==> src/common/stack_cpu_pkg.sv <==
package stack_cpu_pkg;

    parameter int data_len = 8;
    parameter int addr_len = 8;

    typedef logic [data_len-1:0] data_word_t;
    typedef logic [addr_len-1:0] mem_addr_t;
    typedef logic [3:0]          opcode_t;

    // Transfer unit opcodes.
    localparam opcode_t OP_PUSH  = 4'd0;
    localparam opcode_t OP_LOAD  = 4'd1;
    localparam opcode_t OP_STORE = 4'd2;

    // ALU unit opcodes.
    localparam opcode_t OP_ADD = 4'd8;
    localparam opcode_t OP_SUB = 4'd9;
    localparam opcode_t OP_AND = 4'd10;
    localparam opcode_t OP_XOR = 4'd11;

    typedef enum logic [2:0] {
        XFER_IDLE,
        XFER_PUSH,
        XFER_POP,
        XFER_LOAD,
        XFER_WAIT,
        XFER_STORE
    } xfer_state_t;

    typedef enum logic [1:0] {
        ALU_IDLE,
        ALU_POP_B,
        ALU_POP_A,
        ALU_PUSH
    } alu_state_t;

endpackage

==> src/source/data_ram.sv <==
`timescale 1ns/1ps

module data_ram #(
    parameter int DATA_LEN = stack_cpu_pkg::data_len,
    parameter int ADDR_LEN = stack_cpu_pkg::addr_len
) (
    input  logic                      clk,
    input  logic                      rd_en,
    input  logic                      wr_en,
    input  stack_cpu_pkg::mem_addr_t  addr,
    input  stack_cpu_pkg::data_word_t wr_data,
    output stack_cpu_pkg::data_word_t rd_data
);
    localparam int DEPTH = 2 ** ADDR_LEN;

    logic [DATA_LEN-1:0] mem [DEPTH];

    // Read data appears the cycle after rd_en.
    always_ff @(posedge clk) begin
        if (wr_en) begin
            mem[addr] <= wr_data;
        end
        if (rd_en) begin
            rd_data <= mem[addr];
        end
    end

endmodule

==> src/source/stack_arbiter.sv <==
`timescale 1ns/1ps

module stack_arbiter (
    input  logic                      clk,
    input  logic                      rstn,
    input  logic                      xfer_push,
    input  logic                      xfer_pop,
    input  stack_cpu_pkg::data_word_t xfer_data,
    input  logic                      alu_push,
    input  logic                      alu_pop,
    input  stack_cpu_pkg::data_word_t alu_data,
    output logic                      xfer_grant,
    output logic                      alu_grant,
    output logic                      push,
    output logic                      pop,
    output stack_cpu_pkg::data_word_t push_data
);
    logic xfer_req;
    logic alu_req;
    logic owner_alu_q;

    assign xfer_req = xfer_push | xfer_pop;
    assign alu_req  = alu_push | alu_pop;

    // ALU keeps the port across its pop and push sequence.
    always_comb begin
        xfer_grant = 1'b0;
        alu_grant  = 1'b0;
        if (owner_alu_q && alu_req) begin
            alu_grant = 1'b1;
        end else if (xfer_req) begin
            xfer_grant = 1'b1;
        end else if (alu_req) begin
            alu_grant = 1'b1;
        end
    end

    assign push      = (xfer_grant & xfer_push) | (alu_grant & alu_push);
    assign pop       = (xfer_grant & xfer_pop) | (alu_grant & alu_pop);
    assign push_data = xfer_grant ? xfer_data : (alu_grant ? alu_data : '0);

    always_ff @(posedge clk or negedge rstn) begin
        if (!rstn) begin
            owner_alu_q <= 1'b0;
        end else begin
            owner_alu_q <= alu_grant;
        end
    end

endmodule

==> src/source/stack_cpu.sv <==
`timescale 1ns/1ps

module stack_cpu #(
    parameter int DATA_LEN    = stack_cpu_pkg::data_len,
    parameter int ADDR_LEN    = stack_cpu_pkg::addr_len,
    parameter int STACK_DEPTH = 8
) (
    input  logic                             clk,
    input  logic                             rstn,
    input  logic                             start,
    input  stack_cpu_pkg::opcode_t           opcode,
    input  stack_cpu_pkg::data_word_t        operand,
    output logic                             done,
    output stack_cpu_pkg::data_word_t        stack_top,
    output logic [$clog2(STACK_DEPTH+1)-1:0] stack_count,
    output logic                             fault
);
    import stack_cpu_pkg::*;

    logic       xfer_push, xfer_pop, xfer_grant, xfer_done;
    logic       alu_push, alu_pop, alu_grant, alu_done;
    logic       push, pop, mem_rd_en, mem_wr_en;
    data_word_t xfer_data, alu_data, push_data, pop_data;
    data_word_t mem_wr_data, mem_rd_data;
    mem_addr_t  mem_addr;

    assign done = xfer_done | alu_done;

    stack_transfer_unit #(.ADDR_LEN(ADDR_LEN)) u_xfer (
        .clk(clk), .rstn(rstn), .start(start), .opcode(opcode), .operand(operand),
        .grant(xfer_grant), .push_req(xfer_push), .pop_req(xfer_pop),
        .push_data(xfer_data), .pop_data(pop_data),
        .mem_rd_en(mem_rd_en), .mem_wr_en(mem_wr_en), .mem_addr(mem_addr),
        .mem_wr_data(mem_wr_data), .mem_rd_data(mem_rd_data), .done(xfer_done)
    );

    stack_alu_unit #(.DATA_LEN(DATA_LEN)) u_alu (
        .clk(clk), .rstn(rstn), .start(start), .opcode(opcode), .grant(alu_grant),
        .push_req(alu_push), .pop_req(alu_pop), .push_data(alu_data),
        .pop_data(pop_data), .done(alu_done)
    );

    stack_arbiter u_arb (
        .clk(clk), .rstn(rstn),
        .xfer_push(xfer_push), .xfer_pop(xfer_pop), .xfer_data(xfer_data),
        .alu_push(alu_push), .alu_pop(alu_pop), .alu_data(alu_data),
        .xfer_grant(xfer_grant), .alu_grant(alu_grant),
        .push(push), .pop(pop), .push_data(push_data)
    );

    stack_memory #(.DATA_LEN(DATA_LEN), .STACK_DEPTH(STACK_DEPTH)) u_stack (
        .clk(clk), .rstn(rstn), .push(push), .pop(pop), .push_data(push_data),
        .pop_data(pop_data), .top_data(stack_top), .count(stack_count), .fault(fault)
    );

    data_ram #(.DATA_LEN(DATA_LEN), .ADDR_LEN(ADDR_LEN)) u_ram (
        .clk(clk), .rd_en(mem_rd_en), .wr_en(mem_wr_en), .addr(mem_addr),
        .wr_data(mem_wr_data), .rd_data(mem_rd_data)
    );

endmodule

==> src/source/stack_memory.sv <==
`timescale 1ns/1ps

module stack_memory #(
    parameter int DATA_LEN    = stack_cpu_pkg::data_len,
    parameter int STACK_DEPTH = 8
) (
    input  logic                             clk,
    input  logic                             rstn,
    input  logic                             push,
    input  logic                             pop,
    input  stack_cpu_pkg::data_word_t        push_data,
    output stack_cpu_pkg::data_word_t        pop_data,
    output stack_cpu_pkg::data_word_t        top_data,
    output logic [$clog2(STACK_DEPTH+1)-1:0] count,
    output logic                             fault
);
    localparam int CNT_W = $clog2(STACK_DEPTH + 1);
    localparam int IDX_W = $clog2(STACK_DEPTH);

    logic [DATA_LEN-1:0] mem [STACK_DEPTH];
    logic                full;
    logic                empty;
    logic [IDX_W-1:0]    wr_idx;
    logic [IDX_W-1:0]    top_idx;

    assign full    = (count == CNT_W'(STACK_DEPTH));
    assign empty   = (count == '0);
    assign wr_idx  = IDX_W'(count);
    assign top_idx = IDX_W'(count - 1'b1);

    assign top_data = empty ? '0 : mem[top_idx];

    // Pushes into a full stack are dropped.
    always_ff @(posedge clk) begin
        if (push && !full) begin
            mem[wr_idx] <= push_data;
        end
    end

    always_ff @(posedge clk or negedge rstn) begin
        if (!rstn) begin
            count    <= '0;
            fault    <= 1'b0;
            pop_data <= '0;
        end else if (push) begin
            if (full) begin
                fault <= 1'b1;
            end else begin
                count <= count + 1'b1;
            end
        end else if (pop) begin
            // Empty pop returns zero.
            if (empty) begin
                pop_data <= '0;
                fault    <= 1'b1;
            end else begin
                pop_data <= top_data;
                count    <= count - 1'b1;
            end
        end
    end

endmodule

==> src/stack_alu_unit/stack_alu_unit.sv <==
`timescale 1ns/1ps

module stack_alu_unit #(
    parameter int DATA_LEN = stack_cpu_pkg::data_len
) (
    input  logic                      clk,
    input  logic                      rstn,
    input  logic                      start,
    input  stack_cpu_pkg::opcode_t    opcode,
    input  logic                      grant,
    output logic                      push_req,
    output logic                      pop_req,
    output stack_cpu_pkg::data_word_t push_data,
    input  stack_cpu_pkg::data_word_t pop_data,
    output logic                      done
);
    import stack_cpu_pkg::*;

    alu_state_t          state;
    opcode_t             op_q;
    logic [DATA_LEN-1:0] b_q;
    logic [DATA_LEN-1:0] result;

    // Operand a sits in pop_data after the second pop.
    always_comb begin
        case (op_q)
            OP_ADD:  result = pop_data + b_q;
            OP_SUB:  result = pop_data - b_q;
            OP_AND:  result = pop_data & b_q;
            default: result = pop_data ^ b_q;
        endcase
    end

    assign push_data = push_req ? result : '0;

    always_ff @(posedge clk) begin
        if (state == ALU_POP_A && grant) begin
            b_q <= pop_data;
        end
    end

    always_ff @(posedge clk or negedge rstn) begin
        if (!rstn) begin
            state    <= ALU_IDLE;
            op_q     <= OP_ADD;
            push_req <= 1'b0;
            pop_req  <= 1'b0;
            done     <= 1'b0;
        end else begin
            done <= 1'b0;
            case (state)
                ALU_IDLE: begin
                    if (start && opcode inside {OP_ADD, OP_SUB, OP_AND, OP_XOR}) begin
                        op_q  <= opcode;
                        state <= ALU_POP_B;
                    end
                end
                ALU_POP_B: begin
                    if (!pop_req) begin
                        pop_req <= 1'b1;
                    end else if (grant) begin
                        state <= ALU_POP_A;
                    end
                end
                // Second pop then straight into the push.
                ALU_POP_A: begin
                    if (grant) begin
                        pop_req  <= 1'b0;
                        push_req <= 1'b1;
                        done     <= 1'b1;
                        state    <= ALU_PUSH;
                    end
                end
                ALU_PUSH: begin
                    if (grant) begin
                        push_req <= 1'b0;
                        state    <= ALU_IDLE;
                    end
                end
                default: state <= ALU_IDLE;
            endcase
        end
    end

endmodule

==> src/stack_transfer_unit/stack_transfer_unit.sv <==
`timescale 1ns/1ps

module stack_transfer_unit #(
    parameter int ADDR_LEN = stack_cpu_pkg::addr_len
) (
    input  logic                      clk,
    input  logic                      rstn,
    input  logic                      start,
    input  stack_cpu_pkg::opcode_t    opcode,
    input  stack_cpu_pkg::data_word_t operand,
    input  logic                      grant,
    output logic                      push_req,
    output logic                      pop_req,
    output stack_cpu_pkg::data_word_t push_data,
    input  stack_cpu_pkg::data_word_t pop_data,
    output logic                      mem_rd_en,
    output logic                      mem_wr_en,
    output stack_cpu_pkg::mem_addr_t  mem_addr,
    output stack_cpu_pkg::data_word_t mem_wr_data,
    input  stack_cpu_pkg::data_word_t mem_rd_data,
    output logic                      done
);
    import stack_cpu_pkg::*;

    xfer_state_t state;

    // Store data is the word popped just before the write.
    assign mem_wr_data = mem_wr_en ? pop_data : '0;

    always_ff @(posedge clk or negedge rstn) begin
        if (!rstn) begin
            state     <= XFER_IDLE;
            push_req  <= 1'b0;
            pop_req   <= 1'b0;
            push_data <= '0;
            mem_rd_en <= 1'b0;
            mem_wr_en <= 1'b0;
            mem_addr  <= '0;
            done      <= 1'b0;
        end else begin
            done <= 1'b0;
            case (state)
                XFER_IDLE: begin
                    if (start) begin
                        case (opcode)
                            OP_PUSH:  state <= XFER_PUSH;
                            OP_LOAD:  state <= XFER_LOAD;
                            OP_STORE: state <= XFER_POP;
                            default:  state <= XFER_IDLE;
                        endcase
                    end
                end
                XFER_LOAD: begin
                    mem_rd_en <= 1'b1;
                    mem_addr  <= operand[ADDR_LEN-1:0];
                    state     <= XFER_WAIT;
                end
                // Read word lands in mem_rd_data here.
                XFER_WAIT: begin
                    mem_rd_en <= 1'b0;
                    mem_addr  <= '0;
                    state     <= XFER_PUSH;
                end
                XFER_PUSH: begin
                    if (!push_req) begin
                        push_req  <= 1'b1;
                        push_data <= (opcode == OP_LOAD) ? mem_rd_data : operand;
                        done      <= 1'b1;
                    end else if (grant) begin
                        push_req  <= 1'b0;
                        push_data <= '0;
                        state     <= XFER_IDLE;
                    end
                end
                XFER_POP: begin
                    if (!pop_req) begin
                        pop_req <= 1'b1;
                    end else if (grant) begin
                        pop_req   <= 1'b0;
                        mem_wr_en <= 1'b1;
                        mem_addr  <= operand[ADDR_LEN-1:0];
                        done      <= 1'b1;
                        state     <= XFER_STORE;
                    end
                end
                XFER_STORE: begin
                    mem_wr_en <= 1'b0;
                    mem_addr  <= '0;
                    state     <= XFER_IDLE;
                end
                default: state <= XFER_IDLE;
            endcase
        end
    end

endmodule
==> config.mk <==
export PLATFORM = sky130hd
export DESIGN_NAME = stack_cpu
export DESIGN_NICKNAME = d
export VERILOG_FILES = /design/src/common/stack_cpu_pkg.sv /design/src/source/data_ram.sv /design/src/source/stack_arbiter.sv /design/src/source/stack_cpu.sv /design/src/source/stack_memory.sv /design/src/stack_alu_unit/stack_alu_unit.sv /design/src/stack_transfer_unit/stack_transfer_unit.sv
export SDC_FILE = /design/constraint.sdc
export NUM_CORES = 2
export LEC_CHECK = 0
export BUFFER_PORTS_ARGS = -buffer_cell sky130_fd_sc_hd__buf_4
export CORE_MARGIN = 2
export CORE_UTILIZATION = 35
export CTS_BUF_LIST = sky130_fd_sc_hd__clkbuf_16
export CTS_CLUSTER_SIZE = 28
export DETAILED_ROUTE_END_ITERATION = 8
export PLACE_DENSITY = 0.6
export SLEW_MARGIN = 20
export SYNTH_ARGS = -nofsm -noshare
export SYNTH_HDL_FRONTEND = slang
export SYNTH_SLANG_ARGS = --single-unit
==> constraint.sdc <==
create_clock -name clk -period 5.14 [get_ports clk]
set_clock_uncertainty 0.15 [all_clocks]
set_input_delay 0.257 -clock clk [delete_from_list [all_inputs] [get_ports clk]]
set_output_delay 0.257 -clock clk [all_outputs]
set_load 0.005 [all_outputs]
==> impl_metrics.ini <==
[run_status]
outcome = complete, no violations

[clocking]
numCtsBuffers = 211
h-tree-depth = 4
cts_tree = built
cts_num_sinks = 2175
postCtsResizedCells = 0
cts-root-buf = clkbuf_16
clk_path_buf_depth = 3
clock_latency_ns = 0.87
cts.clk_slew.worst_paths_ns = 0.07

[global_routing]
antenna_found_initial = 6
grt_max_degree = 249
grt_pass1_vias = 41900
grt_overflow = 0
grt_first_pass_wirelength_um = 308000
grt_usage_pct = 17.1

[worst_setup_path]
crit_chain = buf_12, buf_4, mux4_2, mux4_2, a22oi_1, nand4_1, or3_1
cp_common_cell = mux4_2
regToRegStartpoint = u_xfer.mem_addr[0]
start_kind = flip-flop
critical_path.reg2reg.endpoint = u_ram.rd_data[5]
regToRegSetupSlack_ns = 0.81
critPathCaptureType = flip-flop
path_buf_inv = 2
critPathSlowestCell = dfrtp_4
crit_path_max_incr_delay_ns = 0.85
crit_type = flip-flop to flip-flop
required_ns = 5.60
crit_fanout = 32
critical-path-top-delay-family = multiplexers
critPathArrivalTime_ns = 4.79
reg2reg_depth = 7
cp.depth = 7

[die]
die_area_mm2 = 0.247
initial_core_util_pct = 35.3
die_h_um = 497
ios = 29
num_rows = 180
core_mm2 = 0.241
die_x_um = 497

[timing]
maxSlewViolCount = 0
finalSetupTns_ns = 0
holdWs_ns = 0.109
fin_crit_ns = 4.33
slew_headroom_pct = 27.6
rsz0062_at_grt = no
finalCritPeriodShare_pct = 84.2
hold_violations = 0
setup_violations = 0
fmax_mhz = 231
post-route-worst-setup-slack_ns = 0.812
tightestPinTransition_ns = 1.09

[min_path]
hold_depth = 4
hold_end = u_xfer.mem_addr[7]
hp-start = operand[7]
hold_path_class = input port to flip-flop

[synth]
ys.flop_type = edfxtp_1
syn_nets = 3990
netlist_area_mm2 = 0.0850
syn_avg_cell_area_um2 = 21.5
synthArstFlopShare_pct = 2.16
synth_edf_count = 2128
yosys_warnings = 0
syn_inst = 3952
yosysUniqueCellTypes = 65
ys_seq_area_share_pct = 76.6
ys_seq_elements = 2175

[final_layout]
drive_above_1_share_pct = 27.2
nFillCells = 21000
area.growth.synth_to_final_pct = 14.4
fin_nets = 4238
final_util_pct = 40.4

[placement]
pre_cts_ws_ns = 0.846
io_buffers = 28
place_congestion = 0.846
dp_hpwl_um = 132000

[drt]
wl_per_cell_um = 28.4
totalWireLength_um = 214000
viasPerCell = 5.50
route.vias.total = 41600
drt_iter0_drc = 5020
ant_nets = 0
drc_errors = 0
first_pass_iters = 6

[power_and_ir_drop]
finalPower_mw = 57.7
p_leak_nw = 29.9
p_per_area_mw_per_mm2 = 593
ir_worst_vdd_uv = 543

[flow_run]
max_cap_viol_count = 0
-- cell type report --
type / count / area (µm²) / area share, %
multi-input cells: 1524 / 18700 / 19.3
inverters: 20 / 75.1 / 0.0772
flip-flops and latches: 2175 / 65100 / 66.9
diodes: 1 / 2.50 / 0.00257
well taps: 3185 / 3990 / 4.10
clock inverters: 179 / 1560 / 1.60
repair buffers: 268 / 2520 / 2.59
clock buffers: 212 / 5310 / 5.45
-- worst register-to-register path, cell delays in order, from the launching register on --
cell and delay (ns):
dfrtp_4 0.85, buf_12 0.43, buf_4 0.36, mux4_2 0.57
mux4_2 0.56, a22oi_1 0.48, nand4_1 0.28, or3_1 0.40
-- state kept, by name, summed over array words and instances (netlist names), 2 cells and up --
register,count
u_alu.b_q,8
u_alu.op_q,4
u_xfer.push_data,8
u_alu.state,2
u_stack.mem,64
u_xfer.state,3
u_stack.count,4
u_ram.rd_data,8
u_stack.pop_data,8
u_xfer.mem_addr,8
u_ram.mem,2048
-- power breakdown --
group	internal (mW)	total (mW)	switching (mW)
combinational	6.77	18.5	11.8
sequential	23.0	23.8	0.756
clock	8.54	15.3	6.78
-- cell usage in the layout (no fill, tap or decap), types with 8 or more instances in the layout --
master,netlist,layout
a211oi_1,23,23
a21oi_1,60,60
a221oi_1,27,27
a22o_1,26,26
a22oi_1,66,66
a32oi_1,8,8
and2_1,17,8
and2_4,0,8
buf_12,0,32
buf_4,31,213
bufinv_16,0,20
clkbuf_16,0,212
clkinv_1,1,50
clkinv_2,0,51
clkinvlp_4,0,9
dfrtp_1,46,41
dlygate4sd3_1,0,20
edfxtp_1,2128,2128
ha_1,22,22
inv_1,18,50
mux2_2,16,16
mux2i_1,45,45
mux4_2,581,581
nand2_1,80,80
nand2b_1,9,9
nand3_1,11,11
nor2_1,315,312
nor2b_1,34,31
nor3_1,23,23
o21ai_0,42,42
o22ai_1,17,17
o31a_1,8,8
xnor2_1,11,11
-- cell usage after synthesis, types with 18 or more instances --
| cell | number | area (µm²) |
|---|---|---|
| mux4_2 | 581 | 13100 |
| a221oi_1 | 27 | 236 |
| a21oi_1 | 60 | 300 |
| nand2_1 | 80 | 300 |
| a22o_1 | 26 | 228 |
| buf_4 | 31 | 233 |
| mux2i_1 | 45 | 450 |
| a22oi_1 | 66 | 495 |
| clkbuf_1 | 113 | 424 |
| nor2_1 | 315 | 1180 |
| buf_1 | 20 | 75.1 |
| nor3_1 | 23 | 115 |
| o21ai_0 | 42 | 210 |
| inv_1 | 18 | 67.6 |
| ha_1 | 22 | 275 |
| edfxtp_1 | 2128 | 63900 |
| a211oi_1 | 23 | 173 |
| buf_6 | 18 | 203 |
| buf_2 | 50 | 250 |
| nor2b_1 | 34 | 213 |
| dfrtp_1 | 46 | 1150 |
-- logic make-up (layout without fill, tap and decap cells) --
| kind of cell | Yosys count | count (layout) | synth area share (%) |
|---|---|---|---|
| AOI/OAI and AO/OA | 311 | 311 | 2.56 |
| xor gates and xnor gates | 15 | 15 | 0.155 |
| adders and majority gates | 23 | 23 | 0.347 |
| buffers and inverters | 253 | 679 | 1.50 |
| DFF | 2175 | 2175 | 76.6 |
| muxes | 642 | 642 | 16.1 |
| other | 0 | 1 | 0 |
| and+or+nand+nor | 533 | 533 | 2.75 |
-- routing by layer --
metal  vias to the layer above  part of all wire, %  GRT usage (%)
met5                         -                0.013              0
met4                         4                  3.2           5.64
met3                       369                  7.6           3.57
met2                      1702                   47           26.8
met1                     22500                   42           23.8
li1                      17000                    -              -
-- timing repair --
| item | CTS | global route |
|---|---|---|
| hold endpoints to repair | 71 | 0 |
| setup buffers | 0 | 0 |
| endpoints found under the setup margin | 0 | 0 |
| hold buffers | 21 | 0 |
-- through the flow --
stage	area, µm²	cells
5_1_grt	97300	7563
2_1_floorplan	85000	3952
4_1_cts	97200	7561
3_3_place_gp	90100	7149
3_5_place_dp	90100	7149
6_report	97300	7564
-- worst max path at each step --
stage,slack (ns),start,endpoint
4_1_cts,0.81,u_xfer.mem_addr[0],u_ram.rd_data[5]
3_5_place_dp,0.85,u_xfer.mem_addr[0],u_ram.rd_data[5]
3_3_place_gp,0.85,u_xfer.mem_addr[0],u_ram.rd_data[5]
6_report,0.81,u_xfer.mem_addr[0],u_ram.rd_data[5]
5_1_grt,0.75,u_xfer.mem_addr[0],u_ram.rd_data[6]
2_1_floorplan,0.22,u_xfer.mem_wr_en,u_ram.mem[0][0]
Note: power is estimated with default switching activity, not from simulation.
